### src/comp_pkg.sv
package comp_pkg;

    localparam int num_bg   = 4;
    localparam int coord_w  = 8;
    localparam int pal_aw   = 9;
    localparam int color_w  = 15;
    localparam int pipe_lat = 3;

    // layer identifiers, backdrop fills empty places
    typedef enum logic [2:0] {
        bg0      = 3'd0,
        bg1      = 3'd1,
        bg2      = 3'd2,
        bg3      = 3'd3,
        obj      = 3'd4,
        backdrop = 3'd5
    } layer_id_e;

    // one candidate, lower prio is in front, index 0 is transparent
    typedef struct packed {
        logic       enable;
        logic [1:0] prio;
        logic [7:0] index;
        logic       objwin;
    } layer_t;

    typedef struct packed {
        logic [coord_w-1:0]       x;
        logic [coord_w-1:0]       y;
        layer_t [num_bg-1:0]      bg;
        layer_t                   obj;
    } pixel_in_t;

    // inside when left <= x < right and top <= y < bottom
    typedef struct packed {
        logic [coord_w-1:0] left;
        logic [coord_w-1:0] right;
        logic [coord_w-1:0] top;
        logic [coord_w-1:0] bottom;
    } win_rect_t;

    // mask bits 3:0 backgrounds, bit 4 object, bit 5 effects
    typedef struct packed {
        logic       win0_on;
        logic       win1_on;
        logic       objwin_on;
        win_rect_t  win0_rect;
        win_rect_t  win1_rect;
        logic [5:0] in0;
        logic [5:0] in1;
        logic [5:0] inobj;
        logic [5:0] out;
    } win_cfg_t;

    typedef struct packed {
        pixel_in_t  pix;
        logic [4:0] mask;
        logic       effects;
    } decoded_t;

    typedef struct packed {
        layer_id_e  id;
        logic [7:0] index;
    } sort_entry_t;

    typedef struct packed {
        sort_entry_t first;
        sort_entry_t second;
        logic        effects;
    } sorted_t;

    typedef struct packed {
        logic [color_w-1:0] color0;
        logic [color_w-1:0] color1;
        layer_id_e          id0;
        layer_id_e          id1;
        logic               effects;
    } pixel_out_t;

endpackage

### src/window_decode.sv
module window_decode (
    input  logic                clk,
    input  logic                rst_n,
    input  comp_pkg::win_cfg_t  cfg,
    input  logic                pix_valid,
    input  comp_pkg::pixel_in_t pix,
    output logic                dec_valid,
    output comp_pkg::decoded_t  dec
);
    import comp_pkg::*;

    logic       in_win0;
    logic       in_win1;
    logic       in_objwin;
    logic       any_win_on;
    logic [5:0] sel_mask;

    function automatic logic inside_rect(
        input win_rect_t          r,
        input logic [coord_w-1:0] px,
        input logic [coord_w-1:0] py
    );
        return (px >= r.left) && (px < r.right) && (py >= r.top) && (py < r.bottom);
    endfunction

    assign in_win0    = cfg.win0_on && inside_rect(cfg.win0_rect, pix.x, pix.y);
    assign in_win1    = cfg.win1_on && inside_rect(cfg.win1_rect, pix.x, pix.y);
    assign in_objwin  = cfg.objwin_on && pix.obj.objwin;
    assign any_win_on = cfg.win0_on || cfg.win1_on || cfg.objwin_on;

    // win0 over win1 over object window, outside mask otherwise
    always_comb begin
        if (!any_win_on) begin
            sel_mask = '1;
        end else if (in_win0) begin
            sel_mask = cfg.in0;
        end else if (in_win1) begin
            sel_mask = cfg.in1;
        end else if (in_objwin) begin
            sel_mask = cfg.inobj;
        end else begin
            sel_mask = cfg.out;
        end
    end

    always_ff @(posedge clk or negedge rst_n) begin
        if (!rst_n) begin
            dec_valid <= 1'b0;
            dec       <= '0;
        end else begin
            dec_valid <= pix_valid;
            if (pix_valid) begin
                dec <= '{pix: pix, mask: sel_mask[4:0], effects: sel_mask[5]};
            end
        end
    end

    // an inverted rectangle never contains a pixel, so its mask is dead
    rect_order_a: assert property (@(posedge clk) disable iff (!rst_n)
        pix_valid |-> (!cfg.win0_on || cfg.win0_rect.left <= cfg.win0_rect.right) &&
                      (!cfg.win1_on || cfg.win1_rect.left <= cfg.win1_rect.right))
        else $warning("window rectangle with left edge beyond right edge");

endmodule
### config.mk
export PLATFORM = sky130hd
export DESIGN_NAME = window_decode
export DESIGN_NICKNAME = d
export VERILOG_FILES = /design/src/comp_pkg.sv /design/src/window_decode.sv
export SDC_FILE = /design/constraint.sdc
export NUM_CORES = 1
export LEC_CHECK = 0
export BUFFER_PORTS_ARGS = -buffer_cell sky130_fd_sc_hd__buf_2
export CAP_MARGIN = 10
export CORE_MARGIN = 2
export CORE_UTILIZATION = 30
export DETAILED_ROUTE_END_ITERATION = 10
export PLACE_DENSITY = 0.62
export RECOVER_POWER = 100
export REMOVE_ABC_BUFFERS = 1
export SKIP_CTS_REPAIR_TIMING = 1
export SYNTH_ARGS = -nofsm -noshare
export SYNTH_HDL_FRONTEND = slang
export SYNTH_SLANG_ARGS = --single-unit
### constraint.sdc
create_clock -name clk -period 1.1 [get_ports clk]
set_input_delay 0.11 -clock clk [delete_from_list [all_inputs] [get_ports clk]]
set_output_delay 0.11 -clock clk [all_outputs]
set_load 0.05 [all_outputs]
==> results.json <==
{
  "utilization_pct": 46.69,
  "place_ws_ps": -1647,
  "fin_area_um2": 7124,
  "port-buffer-count": 252,
  "areaGrowthSynthToFinish_pct": 50.99,
  "worstMarginPinSlew_ps": 885.3,
  "min_period_over_period_pct": 192.0,
  "r2r_start": "dec[4]$_DFFE_PN0P_",
  "r2r_slack_ps": 210,
  "grt_antenna_before_repair": 0,
  "drc_errors": 0,
  "leakage_nw": 3.723,
  "yosysSeqAreaShare_pct": 44.02,
  "finalHoldViolCount": 0,
  "failed_checks": "setup timing",
  "synthTopCellsByArea": "dfrtp_1 (44%), mux2_2 (20%), ha_1 (16%)",
  "path_buf_inv": 3,
  "regArea_um2": 2077,
  "critPathCaptureType": "register",
  "grt_pass1_vias": 4186,
  "wl_um": 13250,
  "cp_slowest_cell": "or4_4",
  "finalSetupViolCount": 95,
  "clk_pin_slew_ps": 60,
  "syn_inst": 396,
  "ios": 253,
  "synth.distinct_cells": 38,
  "grt_pass1_wl_um": 19890,
  "crit_path_start": "pix[70]",
  "setup_slack_ps": -1012,
  "maxCapViolCount": 0,
  "avgRoutedWirePerCell_um": 14.53,
  "multi_input_area_um2": 2469,
  "endpoint": "dec[4]$_DFFE_PN0P_",
  "cts.sinks": 83,
  "die_w_um": 129.4,
  "final_cells": 912,
  "max_stage_delay_ps": 530,
  "cts-htree-levels": 3,
  "syn_area_um2": 4718,
  "r2r_end": "dec[4]$_DFFE_PN0P_",
  "synth_warnings": 0,
  "cts_tree": "built",
  "rows": 45,
  "finalCriticalPeriod_ps": 2112,
  "ant_nets": 0,
  "cp_common_cell": "buf_8",
  "fp.coreArea_um2": 15260,
  "numCtsBuffers": 9,
  "dr.pass1.iters": 4,
  "placed_area_um2": 6550,
  "cellPowerDensity_nw_per_um2": 1383,
  "globalplace.congestion": 0.8120,
  "start_kind": "input port",
  "crit_family": "compound AO/OA/AOI/OAI gates",
  "r2r_cells": 2,
  "clk_path_buf_depth": 2,
  "ir_drop_mv": 0.8067,
  "clock-root-buffer": "clkbuf_16",
  "relSlewSlack_pct": 40.98,
  "grt_max_degree": 44,
  "dieHeight_um": 129.4,
  "grt_overflow": 0,
  "initial_core_util_pct": 30.92,
  "critPathKind": "input port to register",
  "finalNetCount": 926,
  "num-fill-cells": 1399,
  "drv_slew": 0,
  "crit_fanout": 6,
  "finClkSkew_ps": 0,
  "ys_ff_latch": 83,
  "n_antenna_cell": 0,
  "cp.arrival_ps": 2330,
  "dpl.hpwl_um": 10940,
  "cp.depth": 9,
  "rsz0062_at_grt": "yes",
  "fmax_mhz": 473.4,
  "clkLatencyLatePin_ps": 330,
  "yosys.area.top_type": "dfrtp_1",
  "synth_top_area_share_pct": 44.02,
  "drive_gt1_share_pct": 59.34,
  "dp_cells": 888,
  "grtUsageTotal_pct": 15.07,
  "drt_iter0_drc": 110,
  "syn_avg_cell_area_um2": 11.91,
  "power.total_mw": 9.853,
  "viasPerCell": 4.500,
  "path_cells": "buf_8, ha_4, a2111oi_4, buf_4, o2111ai_2, or4_4, buf_8, mux2_4, o221a_1",
  "worstHoldPathType": "input port to register",
  "run_status": "finished, violations left",
  "dieArea_um2": 16750,
  "required_ps": 1320,
  "min-delay-start": "pix[28]",
  "via_count": 4104
}
[stage by stage]
step	hold slack (ps)	setup TNS, ps
2_1_floorplan	-185.6	-7080
3_3_place_gp	-24.27	-12160
3_5_place_dp	-20.44	-12850
4_1_cts	-385.2	-7710
5_1_grt	0.3391	-25460
6_report	3.776	-11450
[synth_stat cells]
cell type	instances
nand2_1	7
clkinv_1	1
a2111oi_0	2
nand3_1	4
mux2_2	82
nor2b_1	1
clkbuf_1	9
or4_1	1
o221ai_1	1
a211oi_1	5
dfrtp_1	83
o21a_1	1
ha_1	60
o31a_1	1
and4_1	3
buf_1	1
nand2b_1	4
mux2_4	6
o2111ai_1	2
o21ai_0	6
a31oi_1	1
a211oi_2	1
o211ai_1	2
o221a_1	6
a21boi_1	1
nand4_1	4
inv_2	1
o21ai_1	6
a21o_1	5
nor2_1	6
a211o_1	1
a32o_1	1
a21boi_0	1
nor3_1	1
or2_2	7
buf_6	1
a21oi_1	13
inv_1	58
[power breakdown]
part	total (mW)	internal, mW	switching, mW
registers	3.53	3.37	0.161
clock network	3.20	1.99	1.21
logic	3.12	1.19	1.94
[sequential cells by signal, indices dropped and copies added (netlist names)]
register,count
dec_valid,1
dec,82
[layer usage]
metal,up-vias,share of wire [%],global-route usage (%)
li1,2002,-,-
met1,1940,41,17.77
met2,147,51,27.03
met3,15,6.9,4.129
met4,0,1.4,4.048
met5,-,0,0
[worst min-delay path by stage]
stage | endpoint | slack [ps] | cells past startpoint
2_1_floorplan | dec[0]$_DFFE_PN0P_ | -190 | 0
3_3_place_gp | dec[7]$_DFFE_PN0P_ | -20 | 1
3_5_place_dp | dec[42]$_DFFE_PN0P_ | -20 | 1
4_1_cts | dec[7]$_DFFE_PN0P_ | -390 | 1
5_1_grt | dec[58]$_DFFE_PN0P_ | 0.3 | 2
6_report | dec[34]$_DFFE_PN0P_ | 4 | 2
[cells in the final DEF (no fill, tap or decap), types with 3 or more instances in the layout]
master / netlist / final
clkbuf_16: 0 / 9
a211oi_1: 5 / 5
buf_12: 0 / 4
a21oi_1: 13 / 12
ha_4: 0 / 4
or2_2: 7 / 7
mux2_2: 82 / 82
mux2_4: 6 / 6
nand4_1: 4 / 4
inv_1: 58 / 57
dlygate4sd3_1: 0 / 6
buf_2: 0 / 213
dfrtp_1: 83 / 83
clkbuf_1: 9 / 4
clkbuf_2: 0 / 11
o21ai_0: 6 / 5
nand2b_1: 4 / 4
and4_1: 3 / 3
a21o_1: 5 / 5
clkbuf_4: 0 / 27
o221a_1: 6 / 6
nor2_1: 6 / 6
buf_4: 0 / 32
o21ai_1: 6 / 6
nand2_1: 7 / 7
ha_1: 60 / 55
nand3_1: 4 / 4
[area by class of cell]
type                    instances  area share (%)
repair buffers                300           24.82
clock inverters                 6           1.264
well taps                     211           3.706
flip-flops and latches         83           29.15
clock buffers                  10           3.214
multi-input cells             242           34.65
inverters                      60           3.196
[logic make-up after synthesis]
kind of cell	Yosys count	share of synthesized area, %
flops	83	44.02
fa+ha+maj	60	15.91
buf+inv	71	5.807
simple gates	38	4.402
compound gates	56	8.380
mux	88	21.48
Power figures use the tool's default switching activity.
