### config.mk
export PLATFORM = sky130hd
export DESIGN_NAME = layer_sort
export DESIGN_NICKNAME = d
export VERILOG_FILES = /design/src/comp_pkg.sv /design/src/layer_sort.sv
export SDC_FILE = /design/constraint.sdc
export NUM_CORES = 1
export LEC_CHECK = 0
export ABC_AREA = 1
export BUFFER_PORTS_ARGS = -buffer_cell sky130_fd_sc_hd__buf_4
export CAP_MARGIN = 20
export CORE_MARGIN = 8
export CORE_UTILIZATION = 55
export CTS_BUF_LIST = sky130_fd_sc_hd__clkbuf_4 sky130_fd_sc_hd__clkbuf_8 sky130_fd_sc_hd__clkbuf_16
export DETAILED_ROUTE_END_ITERATION = 8
export PLACE_DENSITY_LB_ADDON = 0.1
export SLEW_MARGIN = 20
export SYNTH_ARGS = -nofsm -noshare
export SYNTH_HDL_FRONTEND = slang
export SYNTH_SLANG_ARGS = --single-unit
### constraint.sdc
create_clock -name clk -period 0.8 [get_ports clk]
set_input_delay 0 -clock clk [delete_from_list [all_inputs] [get_ports clk]]
set_output_delay 0 -clock clk [all_outputs]
set_load 0.02 [all_outputs]
### src/comp_pkg.sv
package comp_pkg;

    localparam int num_bg   = 4;
    localparam int coord_w  = 8;
    localparam int pal_aw   = 9;
    localparam int color_w  = 15;
    localparam int pipe_lat = 3;

    // layer identifiers, backdrop fills empty places
    typedef enum logic [2:0] {
        bg0      = 3'd0,
        bg1      = 3'd1,
        bg2      = 3'd2,
        bg3      = 3'd3,
        obj      = 3'd4,
        backdrop = 3'd5
    } layer_id_e;

    // one candidate, lower prio is in front, index 0 is transparent
    typedef struct packed {
        logic       enable;
        logic [1:0] prio;
        logic [7:0] index;
        logic       objwin;
    } layer_t;

    typedef struct packed {
        logic [coord_w-1:0]       x;
        logic [coord_w-1:0]       y;
        layer_t [num_bg-1:0]      bg;
        layer_t                   obj;
    } pixel_in_t;

    // inside when left <= x < right and top <= y < bottom
    typedef struct packed {
        logic [coord_w-1:0] left;
        logic [coord_w-1:0] right;
        logic [coord_w-1:0] top;
        logic [coord_w-1:0] bottom;
    } win_rect_t;

    // mask bits 3:0 backgrounds, bit 4 object, bit 5 effects
    typedef struct packed {
        logic       win0_on;
        logic       win1_on;
        logic       objwin_on;
        win_rect_t  win0_rect;
        win_rect_t  win1_rect;
        logic [5:0] in0;
        logic [5:0] in1;
        logic [5:0] inobj;
        logic [5:0] out;
    } win_cfg_t;

    typedef struct packed {
        pixel_in_t  pix;
        logic [4:0] mask;
        logic       effects;
    } decoded_t;

    typedef struct packed {
        layer_id_e  id;
        logic [7:0] index;
    } sort_entry_t;

    typedef struct packed {
        sort_entry_t first;
        sort_entry_t second;
        logic        effects;
    } sorted_t;

    typedef struct packed {
        logic [color_w-1:0] color0;
        logic [color_w-1:0] color1;
        layer_id_e          id0;
        layer_id_e          id1;
        logic               effects;
    } pixel_out_t;

endpackage

### src/layer_sort.sv
module layer_sort (
    input  logic               clk,
    input  logic               rst_n,
    input  logic               dec_valid,
    input  comp_pkg::decoded_t dec,
    output logic               srt_valid,
    output comp_pkg::sorted_t  srt
);
    import comp_pkg::*;

    localparam int num_cand = num_bg + 1;

    // slot 0 is the object so it wins prio ties, then bg0 to bg3
    layer_t      cand     [num_cand];
    layer_id_e   cand_id  [num_cand];
    logic        cand_vis [num_cand];
    sort_entry_t top0;
    sort_entry_t top1;

    always_comb begin
        cand[0]     = dec.pix.obj;
        cand_id[0]  = obj;
        cand_vis[0] = dec.pix.obj.enable && dec.mask[num_bg] &&
                      (dec.pix.obj.index != 8'd0) && !dec.pix.obj.objwin;
        for (int b = 0; b < num_bg; b++) begin
            cand[b+1]     = dec.pix.bg[b];
            cand_id[b+1]  = layer_id_e'(b);
            cand_vis[b+1] = dec.pix.bg[b].enable && dec.mask[b] &&
                            (dec.pix.bg[b].index != 8'd0);
        end
    end

    // walk prio levels front to back, slot order breaks ties
    always_comb begin
        int unsigned found;
        found = 0;
        top0  = '{id: backdrop, index: 8'd0};
        top1  = '{id: backdrop, index: 8'd0};
        for (int p = 0; p < 4; p++) begin
            for (int s = 0; s < num_cand; s++) begin
                if (cand_vis[s] && cand[s].prio == 2'(p)) begin
                    if (found == 0) begin
                        top0 = '{id: cand_id[s], index: cand[s].index};
                    end else if (found == 1) begin
                        top1 = '{id: cand_id[s], index: cand[s].index};
                    end
                    found++;
                end
            end
        end
    end

    always_ff @(posedge clk or negedge rst_n) begin
        if (!rst_n) begin
            srt_valid <= 1'b0;
            srt       <= '0;
        end else begin
            srt_valid <= dec_valid;
            if (dec_valid) begin
                srt <= '{first: top0, second: top1, effects: dec.effects};
            end
        end
    end

    // a layer can take only one place in the result
    distinct_ids_a: assert property (@(posedge clk) disable iff (!rst_n)
        srt_valid && srt.first.id != backdrop |-> srt.second.id != srt.first.id);

endmodule

==> results of run 1 <==
==> kinds of logic after synthesis <==
logic type,synth area share [%]
and+or+nand+nor,62.56
adders and majority gates,8.056
xor gates and xnor gates,0.6080
muxes,0.1216
buffers and inverters,11.20
AOI/OAI and AO/OA,10.15
DFF,7.296
==> Yosys cell counts, types with 2 or more instances <==
cell / number
o211ai_1: 31
clkinv_1: 6
or2_2: 3
nor3_1: 15
nand3b_1: 7
o21ai_0: 75
inv_1: 159
ha_1: 53
clkbuf_1: 37
nor2_2: 9
nor4_1: 3
inv_2: 22
nand3_2: 26
dfrtp_1: 24
a21oi_1: 20
nand2_4: 13
nand2_1: 444
nand2_2: 57
nor3b_1: 2
a21oi_2: 2
a31oi_1: 3
nand3_1: 265
nand4_1: 115
o21ai_1: 2
xor2_2: 2
nand3_4: 2
nor2_1: 92
buf_2: 14
==> timing repair <==
action                     in CTS
pin swaps                      83
setup buffers                  15
hold buffers                    2
hold endpoints to repair       25
resized for setup              98
gates cloned                    3
setup endpoints to repair      38
==> metal layers <==
layer  GRT overflow  global-route usage, %
met5              0                  32.46
met4             13                  72.83
met3              0                  62.67
met2              6                  84.96
met1              2                  69.08
==> through the flow <==
stage	TNS, ps	hold slack [ps]	worst slack (ps)	utilization [%]
floorplan	-185850	-295.6	-8477	-
CTS	-171470	134.8	-7869	88.50
global placement	-182720	-90.68	-8336	84.01
detailed placement	-191970	-88.93	-8787	84.01
==> results_dict.tcl, run 1 <==
set metrics [dict create \
    synth_area_leaders "nand2_1 20%, nand3_1 16%, nand4_1 8.7%, ha_1 8.1%, dfrtp_1 7.3%" \
    track_usage_pct 71.69 \
    ys.warnings.count 0 \
    ys.flop_type "dfrtp_1" \
    repair-timing-grt-worst-ep "srt[2]$_DFFE_PN0P_/D" \
    synth_top_area_cell "nand2_1" \
    ys_seq_elements 24 \
    ys_types 46 \
    syn_inst 1521 \
    clk_path_buf_depth 2 \
    failing_step "global routing (5_1_grt)" \
    placed_area_um2 12260 \
    initial_core_util_pct 56.42 \
    cts_buffers 3 \
    avgSynthCellArea_um2 5.412 \
    async_flop_share_pct 100.0 \
    synth_area_um2 8232 \
    status "did not finish" \
    cts_root_buf "clkbuf_16" \
    error "[ERROR GRT-0232] Routing congestion too high. Check the congestion heatmap in the GUI." \
    numPortBuffers 88 \
    clkSinkCount 24 \
    num_rows 44 \
    routabilityCongestion 1.092 \
    fp.dieH_um 138.3 \
    dpl.hpwl_um 31740 \
    h-tree-depth 1 \
    netlist.area_leader.share_pct 20.25 \
    placed_cells 2135 \
    grt_overflow 21 \
    ios 109 \
    die_width_um 138.3 \
    yosysSeqAreaShare_pct 7.296 \
    worst-ep-kind "register data pin" \
    synth_edf_count 0 \
    grt_max_degree 25 \
    synth.net_count 1659 \
]
==> run 2: changes to the inputs <==
--- a/config.mk
+++ b/config.mk
@@ -9,10 +9,9 @@
 export BUFFER_PORTS_ARGS = -buffer_cell sky130_fd_sc_hd__buf_4
 export CAP_MARGIN = 20
 export CORE_MARGIN = 8
-export CORE_UTILIZATION = 55
-export CTS_BUF_LIST = sky130_fd_sc_hd__clkbuf_4 sky130_fd_sc_hd__clkbuf_8 sky130_fd_sc_hd__clkbuf_16
+export CORE_UTILIZATION = 40
 export DETAILED_ROUTE_END_ITERATION = 8
-export PLACE_DENSITY_LB_ADDON = 0.1
+export PLACE_DENSITY_LB_ADDON = 0.15
 export SLEW_MARGIN = 20
 export SYNTH_ARGS = -nofsm -noshare
 export SYNTH_HDL_FRONTEND = slang
==> constraint.sdc (replaced) <==
create_clock -name clk -period 1 [get_ports clk]
set_input_delay 0 -clock clk [delete_from_list [all_inputs] [get_ports clk]]
set_output_delay 0 -clock clk [all_outputs]
set_load 0.02 [all_outputs]
==> run 2 against run 1 <==
The flow now finishes, with violations (setup timing). Synthesized cell count unchanged. Synthesized area did not move.
==> results_dict.tcl, run 2 <==
set metrics [dict create \
    synth_edf_count 0 \
    area_growth_pct 58.47 \
    ys_top_cells_by_count "444 x nand2_1, 265 x nand3_1, 159 x inv_1" \
    yosysMostFrequentCell "nand2_1" \
    setup_tns_ps -165970 \
    post-route-util_pct 64.47 \
    power.density_nw_per_um2 662.9 \
    rsz0062_at_grt "yes" \
    grt_first_pass_wirelength_um 60810 \
    synth_area_um2 8232 \
    clk_pin_slew_worst_paths_ps 70 \
    ys_seq_elements 24 \
    final_common_cell "buf_4" \
    clk_path_buf_depth 2 \
    drt_iter0_drc 1075 \
    dpl.hpwl_um 30680 \
    clkSinkCount 24 \
    ios 109 \
    finalSetupViolations 22 \
    drc 0 \
    place_ws_ps -8419 \
    placed_cells 2215 \
    h-tree-depth 1 \
    placed_area_um2 12320 \
    nets 2112 \
    fp.dieH_um 159.5 \
    seqCellArea_um2 600.6 \
    ys.warnings.count 0 \
    ys.flop_type "dfrtp_1" \
    syn_inst 1521 \
    numPortBuffers 88 \
    top_register "srt" \
    vias 12146 \
    final_area_um2 13050 \
    avgSynthCellArea_um2 5.412 \
    grt_max_degree 25 \
    synth.net_count 1659 \
    track_usage_pct 28.91 \
    critical_path.startpoint_type "primary input" \
    post-route-period-util_pct 861.3 \
    grt_overflow 0 \
    max-slew-margin-rel_pct 56.44 \
    slew_violations 0 \
    fin_cells 2244 \
    num_rows 52 \
    ir_drop_v 0.001017 \
    crit_top_cell "nand2_4" \
    synth_top_family_by_area "simple AND/OR/NAND/NOR gates" \
    yosys.area_share.simple_pct 62.56 \
    synth_fa_ha_area_share_pct 8.056 \
    initial_core_util_pct 40.68 \
    drt-pass1-iter-count 7 \
    cts_buffers 3 \
    timing.fmax_ghz 0.1161 \
    antenna_found_initial 0 \
    final_cell_mix "472 x buf_4, 404 x nand2_1, 253 x nand3_1, 145 x inv_1, 115 x nand4_1" \
    crit_path_end_kind "flop" \
    status "complete, but fails checks" \
    netlist.area_leader.share_pct 20.25 \
    cp_max_fo 6 \
    total_power_mw 8.648 \
    final_hold_viol_count 0 \
    yosys-mux-area-fraction_pct 0.1216 \
    largest_reg_flops 23 \
    via_per_inst 5.413 \
    core_um2 20230 \
    max_slew.worst_pin.slew_ps 648.4 \
    clk_latency_ps 260 \
    drt-total-wl_um 37670 \
    synth_top_area_cell "nand2_1" \
    whs_ps 152.5 \
    synth_area_leaders "nand2_1 20%, nand3_1 16%, nand4_1 8.7%, ha_1 8.1%, dfrtp_1 7.3%" \
    die_width_um 159.5 \
    largestRegisters "srt: 23 flops, srt_valid: 1 flops" \
    die_area_um2 25430 \
    cap_violations 0 \
    yosysSeqAreaShare_pct 7.296 \
    drive_above_1_share_pct 37.81 \
    leakage_nw 6.867 \
    ys_types 46 \
    fill_cells 1932 \
    async_flop_share_pct 100.0 \
    drtAntennaViolNets 0 \
    crit_slowest_cell "nand4_1" \
    max_stage_delay_ps 300 \
    crit_type "primary input to flop" \
    grt_pass1_vias 11791 \
    period_needed_ps 8613 \
    avgRoutedWirePerCell_um 16.79 \
    min_path_type "primary input to flop" \
    finClkSkew_ps 0 \
    routabilityCongestion 0.9960 \
    violations "setup timing" \
    synth_compound_area_share_pct 10.15 \
    critPathArrivalTime_ps 8810 \
    setup_slack_ps -7613 \
    cts_root_buf "clkbuf_16" \
    cp_data_required_time_ps 1200 \
    synthXorXnorAreaFrac_pct 0.6080 \
    multi_input_area_um2 7318 \
    cts_tree "done" \
]
==> run 2: worst paths after layout <==
kind / endpoint / cells past startpoint / slack, ps / from
worst min register to register: srt[0] / 2 / 480 / srt[0]
min in group asynchronous: srt_valid / 2 / 180 / rst_n
worst max register to register: srt[7] / 2 / 330 / srt[7]
max in group asynchronous: srt[2] / 2 / 560 / rst_n
worst max-delay path: srt[19] / 65 / -7610 / dec[19]
worst min-delay path: srt_valid / 2 / 150 / dec_valid
==> run 2: critical path, delay by kind of cell <==
kind                     cells  cell delay [ps]
AO/OA/AOI/OAI                4              660
AND/OR/NAND/NOR             35             3390
adder cells (fa/ha/maj)     17             3960
buffers and inverters        9              770
==> run 2: cell families after synthesis <==
logic type               after synthesis
AND/OR/NAND/NOR                     1059
buffers and inverters                239
AO/OA/AOI/OAI                        141
adder cells (fa/ha/maj)               53
flip-flops                            24
XOR/XNOR                               4
multiplexers                           1
==> run 2: final cells by class <==
| class | count | share of cell area [%] |
|---|---|---|
| Clock inverter | 1 | 0.2302 |
| Multi-Input combinational cell | 1258 | 56.10 |
| Tap cell | 270 | 2.590 |
| Antenna cell | 1 | 0.01918 |
| Timing Repair Buffer | 500 | 30.23 |
| Clock buffer | 3 | 0.5755 |
| Inverter | 187 | 5.649 |
| Sequential cell | 24 | 4.604 |
==> run 2: report_power, final <==
part	total [mW]	switching, mW	internal [mW]
logic	6.18	3.37	2.81
clock network	1.19	0.391	0.797
registers	1.28	0.124	1.15
total	8.65	3.89	4.76
==> run 2: what timing repair did <==
item                                   CTS  global route
setup endpoints to repair               22            22
buffers inserted                        15             7
gates cloned                             1             0
pin swaps                               68            30
endpoints found under the hold margin   25             0
resized for setup                       78            31
hold buffers                             2             0
==> run 2: metal layers <==
layer	global-route usage (%)	up-vias	part of all wire [%]
li1	-	6022	-
met1	37.03	5488	43
met2	46.74	503	44
met3	4.240	133	7.4
met4	14.07	0	5.4
met5	0	-	0
No activity file was read; power rests on OpenSTA's default activity.
==> run 3: changes to the inputs <==
--- a/config.mk
+++ b/config.mk
@@ -5,7 +5,6 @@
 export SDC_FILE = /design/constraint.sdc
 export NUM_CORES = 1
 export LEC_CHECK = 0
-export ABC_AREA = 1
 export BUFFER_PORTS_ARGS = -buffer_cell sky130_fd_sc_hd__buf_4
 export CAP_MARGIN = 20
 export CORE_MARGIN = 8
==> run 3 against run 2 <==
The run still ends with setup timing left. Sequential power about the same. Clock power decreased by 28%. Global-route usage increased by 0.56 points. Clock skew unchanged. Utilization increased by 0.90 points. Critical path type unchanged.
==> results_dict.tcl, run 3 <==
set metrics [dict create \
    ys.warnings.count 0 \
    reg2reg_depth 2 \
    max_stage_delay_ps 340 \
    cp_data_required_time_ps 1140 \
    ys_top_cells_by_count "126 x nand2_1, 119 x nor2_1, 83 x o21ai_0" \
    reg2reg_from "srt[19]" \
    final_cell_mix "505 x buf_4, 116 x nand2_1, 104 x nor2_1, 68 x a21oi_1, 66 x o21ai_0" \
    grt_max_degree 25 \
    drtAntennaViolNets 0 \
    diodes 0 \
    clk_pin_slew_worst_paths_ps 60 \
    drc 0 \
    grt_pass1_vias 10990 \
    post-route-util_pct 65.37 \
    timing.fmax_ghz 0.09547 \
    crit_end "srt[19]" \
    synth.net_count 1325 \
    critPathArrivalTime_ps 10610 \
    crit-reg2reg-capture "srt[19]" \
    fp.dieH_um 160.2 \
    cts_buffers 3 \
    final_common_cell "buf_4" \
    cts_root_buf "clkbuf_16" \
    cap_violations 0 \
    slew_violations 0 \
    total_power_mw 9.399 \
    clkSinkCount 24 \
    finClkSkew_ps 0 \
    routabilityCongestion 0.9857 \
    reg2reg_slack_ps 110 \
    ir_drop_v 0.0008866 \
    core_um2 20300 \
    syn_inst 1187 \
    die_width_um 160.2 \
    seqCellArea_um2 600.6 \
    synth_area_um2 8315 \
    num_rows 52 \
    ios 109 \
    critical_path.startpoint_type "primary input" \
    largest_reg_flops 23 \
    initial_core_util_pct 40.96 \
    antenna_found_initial 0 \
    h-tree-depth 1 \
    grt_first_pass_wirelength_um 61070 \
    min_path_cells 3 \
    whs_ps 115.7 \
    area_growth_pct 59.58 \
    via_per_inst 5.973 \
    avgRoutedWirePerCell_um 20.76 \
    drt-pass1-iter-count 5 \
    fill_cells 1804 \
    top_register "srt" \
    final_hold_viol_count 0 \
    final_area_um2 13270 \
    setup_tns_ps -204980 \
    finalSetupViolations 22 \
    post-route-period-util_pct 1047 \
    max-slew-margin-rel_pct 40.70 \
    yosysSeqAreaShare_pct 7.222 \
    drive_above_1_share_pct 42.55 \
    netlist.area_leader.share_pct 7.975 \
    async_flop_share_pct 100.0 \
    cts_tree "done" \
    leakage_nw 5.931 \
    clk_path_buf_depth 2 \
    vias 11355 \
    period_needed_ps 10470 \
    setup_slack_ps -9475 \
    dpl.hpwl_um 29490 \
    crit_family "adder cells" \
    drt_iter0_drc 1018 \
    violations "setup timing" \
    avgSynthCellArea_um2 7.005 \
    track_usage_pct 29.48 \
    die_area_um2 25660 \
    synth_top_area_cell "ha_1" \
    synth_edf_count 0 \
    cp.depth 64 \
    critPathBufInv 6 \
    rsz0062_at_grt "yes" \
    yosysMostFrequentCell "nand2_1" \
    drt-total-wl_um 39470 \
    crit_slowest_cell "ha_1" \
    multi_input_area_um2 7795 \
    placed_area_um2 12090 \
    numPortBuffers 88 \
    synth_area_leaders "ha_1 8.0%, dfrtp_1 7.2%, nand2_1 5.7%, nor2_1 5.4%, o21ai_0 5.0%" \
    grt_overflow 0 \
    crit_top_cell "ha_4" \
    ys_seq_elements 24 \
    crit_type "primary input to flop" \
    nets 1771 \
    ys_types 105 \
    min_path_type "primary input to flop" \
    power.density_nw_per_um2 708.3 \
    max_slew.worst_pin.slew_ps 884.2 \
    ys.flop_type "dfrtp_1" \
    status "complete, but fails checks" \
    crit_path_end_kind "flop" \
    largestRegisters "srt: 23 flops, srt_valid: 1 flops" \
    critPathLaunch "dec[6]" \
    cp_max_fo 3 \
    clk_latency_ps 260 \
]
run 3: cell count changes after synthesis, sizes merged, moves of 20 or more:
| cell | previous run | this run |
|---|---|---|
| a21oi | 23 | 82 |
| inv | 181 | 57 |
| mux2i | 1 | 21 |
| buf | 15 | 35 |
| xnor2 | 1 | 44 |
| clkbuf | 37 | 60 |
| o211ai | 31 | 11 |
| nand4 | 116 | 14 |
| nand3 | 293 | 28 |
| a211oi | 1 | 26 |
| nand2 | 514 | 128 |
run 3: through the flow:
step,std cells,setup slack [ps]
final,1901,-9475
after floorplan,1187,-9915
after detailed placement,1824,-9748
after global placement,1824,-9467
after global routing,1901,-9893
after CTS,1890,-9285
run 3: layer usage:
metal	part of all wire (%)	GRT usage, %
met5	0	0
met4	6.7	15.51
met3	8.8	4.139
met2	44	47.69
met1	40	37.40
run 3: worst min-delay path by stage:
stage	slack, ps	to	from
after floorplan	-300	srt[0]	rst_n
after global placement	-80	srt[20]	rst_n
after detailed placement	-80	srt[20]	rst_n
after CTS	110	srt[7]	dec_valid
after global routing	140	srt[3]	dec_valid
final	120	srt[3]	dec_valid
run 3: power by group:
part / total (mW) / internal (mW) / leakage [nW] / switching [mW]
sequential: 1.26 / 1.15 / 0.289 / 0.110
combinational: 7.28 / 3.65 / 5.61 / 3.63
clock: 0.862 / 0.529 / 0.0370 / 0.333
run 3: cells by family after synthesis:
| logic type | synth area share (%) |
|---|---|
| simple gates | 28.78 |
| compound gates | 32.59 |
| buf+inv | 7.508 |
| xor+xnor | 11.99 |
| fa+ha+maj | 7.975 |
| mux | 3.927 |
| flops | 7.222 |
run 3: layout make-up:
class	count	area share, %
Sequential cell	24	4.526
Multi-Input combinational cell	1010	58.74
Timing Repair Buffer	536	31.93
Inverter	58	1.688
Tap cell	270	2.546
Clock buffer	3	0.5657
run 3: repair_timing:
item | in CTS | in global routing
buffers inserted | 70 | 13
gates resized for setup | 78 | 48
setup endpoints to repair | 22 | 22
pin swaps | 57 | 54
cloned | 1 | 0
hold buffers | 2 | 0
hold endpoints to repair | 25 | 0
run 3: worst reg2reg max path: stages (launching register included):
cell,delay [ps]
dfrtp_1,380
nor2b_1,130
a221o_1,260
==> run 4: changes to the inputs <==
--- a/config.mk
+++ b/config.mk
@@ -8,7 +8,7 @@
 export BUFFER_PORTS_ARGS = -buffer_cell sky130_fd_sc_hd__buf_4
 export CAP_MARGIN = 20
 export CORE_MARGIN = 8
-export CORE_UTILIZATION = 40
+export CORE_UTILIZATION = 45
 export DETAILED_ROUTE_END_ITERATION = 8
 export PLACE_DENSITY_LB_ADDON = 0.15
 export SLEW_MARGIN = 20
==> run 4 against run 3 <==
The run still ends with setup timing left. Combinational power grew 3.0%. Setup slack gained 220 ps. Clock skew is the same. Sequential share of layout area is essentially flat. Final area shrank 0.58%. Critical path depth grew 3. First-iteration DRC count grew 12%. Global-route usage grew 2.7 points. Final cell count shrank 2.5%. Utilization grew 7.8 points. Critical path type unchanged. Largest cell class unchanged.
==> results_dict.tcl, run 4 (same netlist as run 3, synthesis figures left out) <==
set metrics [dict create \
    status "complete, but fails checks" \
    violations "setup timing" \
    cts_buffers 3 \
    post-route-period-util_pct 1026 \
    clk_path_buf_depth 2 \
    drc 0 \
    max-slew-margin-rel_pct 29.53 \
    final_hold_viol_count 0 \
    grt_max_degree 25 \
    largestRegisters "srt: 23 flops, srt_valid: 1 flops" \
    crit_type "primary input to flop" \
    finalSetupViolations 22 \
    post-route-util_pct 73.19 \
    grt_pass1_vias 11090 \
    crit_family "adder cells" \
    clkSinkCount 24 \
    antenna_found_initial 0 \
    critical_path.startpoint_type "primary input" \
    critPathArrivalTime_ps 10410 \
    crit_path_end_kind "flop" \
    top_register "srt" \
    crit_top_cell "ha_4" \
    setup_slack_ps -9257 \
    cts_tree "done" \
    final_cell_mix "497 x buf_4, 116 x nand2_1, 108 x nor2_1, 69 x a21oi_1, 68 x o21ai_0" \
    place_ws_ps -9777 \
    power.density_nw_per_um2 731.0 \
    dpl.hpwl_um 29810 \
    ios 109 \
    grt_first_pass_wirelength_um 60740 \
    fp.dieH_um 151.9 \
    finClkSkew_ps 0 \
    avgRoutedWirePerCell_um 22.11 \
    clk_latency_ps 250 \
    grt_overflow 0 \
    area_growth_pct 58.65 \
    clk_pin_slew_worst_paths_ps 60 \
    drt_iter0_drc 1145 \
    die_width_um 151.9 \
    total_power_mw 9.644 \
    drtAntennaViolNets 0 \
    numPortBuffers 88 \
    vias 11565 \
    drt-total-wl_um 40960 \
    setup_tns_ps -201590 \
    track_usage_pct 32.21 \
    num_rows 49 \
    max_slew.worst_pin.slew_ps 1051 \
    core_um2 18020 \
    die_area_um2 23080 \
    cts_root_buf "clkbuf_16" \
    fill_cells 1421 \
    timing.fmax_ghz 0.09749 \
    leakage_nw 5.900 \
    crit_slowest_cell "ha_1" \
    largest_reg_flops 23 \
    final_area_um2 13190 \
    placed_area_um2 12130 \
    cp_max_fo 8 \
    initial_core_util_pct 46.13 \
    nets 1764 \
    cp_data_required_time_ps 1150 \
    rsz0062_at_grt "yes" \
    via_per_inst 6.241 \
    critPathBufInv 8 \
    min_path_type "primary input to flop" \
    final_common_cell "buf_4" \
    max_stage_delay_ps 330 \
    drive_above_1_share_pct 42.43 \
    drt-pass1-iter-count 7 \
    ir_drop_v 0.001261 \
    period_needed_ps 10260 \
    cap_violations 0 \
    routabilityCongestion 0.9533 \
    diodes 0 \
    slew_violations 0 \
    h-tree-depth 1 \
]
run 4: power breakdown:
part           total (mW)  switching (mW)  leakage, nW  internal, mW
combinational        7.50            3.80         5.57          3.70
sequential           1.25           0.104        0.289          1.15
clock               0.889           0.359       0.0370         0.530
run 4: routing by layer:
layer | wire length, um | part of all wire [%] | vias to the layer above | track usage [%]
met2 | 18410 | 45 | 693 | 52.21
met1 | 15880 | 39 | 5411 | 41.18
met3 | 4237 | 10 | 173 | 5.306
li1 | - | - | 5288 | -
met5 | 0 | 0 | - | 0
met4 | 2443 | 6.0 | 0 | 14.43
run 4: area by class of cell:
cell class                 instances  area (um2)  area share [%]
sequential                        24       600.6           4.552
inverter                          58       229.0           1.736
timing repair buffer             529        4212           31.92
multi-input combinational       1010        7790           59.05
tap                              229       286.5           2.172
clock buffer                       3       75.07          0.5690
run 4: per-stage QoR:
step / hold WS [ps] / std cells
floorplan: -295.6 / 1187
global placement: -80.67 / 1794
detailed placement: -79.42 / 1794
CTS: 108.7 / 1840
global route: 139.5 / 1853
finish: 138.5 / 1853
run 4: what timing repair did:
action / CTS / global route
buffers inserted: 42 / 14
hold endpoints to repair: 25 / 0
resized for setup: 76 / 46
setup endpoints to repair: 22 / 22
hold buffers: 2 / 0
pin swaps: 50 / 40
cloned: 2 / 1
run 4: final timing paths:
path                           start      end  slack [ps]  cells past startpoint
setup reg to reg             srt[19]  srt[19]          50                      2
max in group asynchronous      rst_n   srt[4]         550                      2
hold / removal             dec_valid   srt[0]         140                      2
setup / recovery              dec[6]   srt[1]       -9260                     67
hold reg to reg              srt[11]  srt[11]         510                      2
min in group asynchronous      rst_n  srt[20]         180                      2
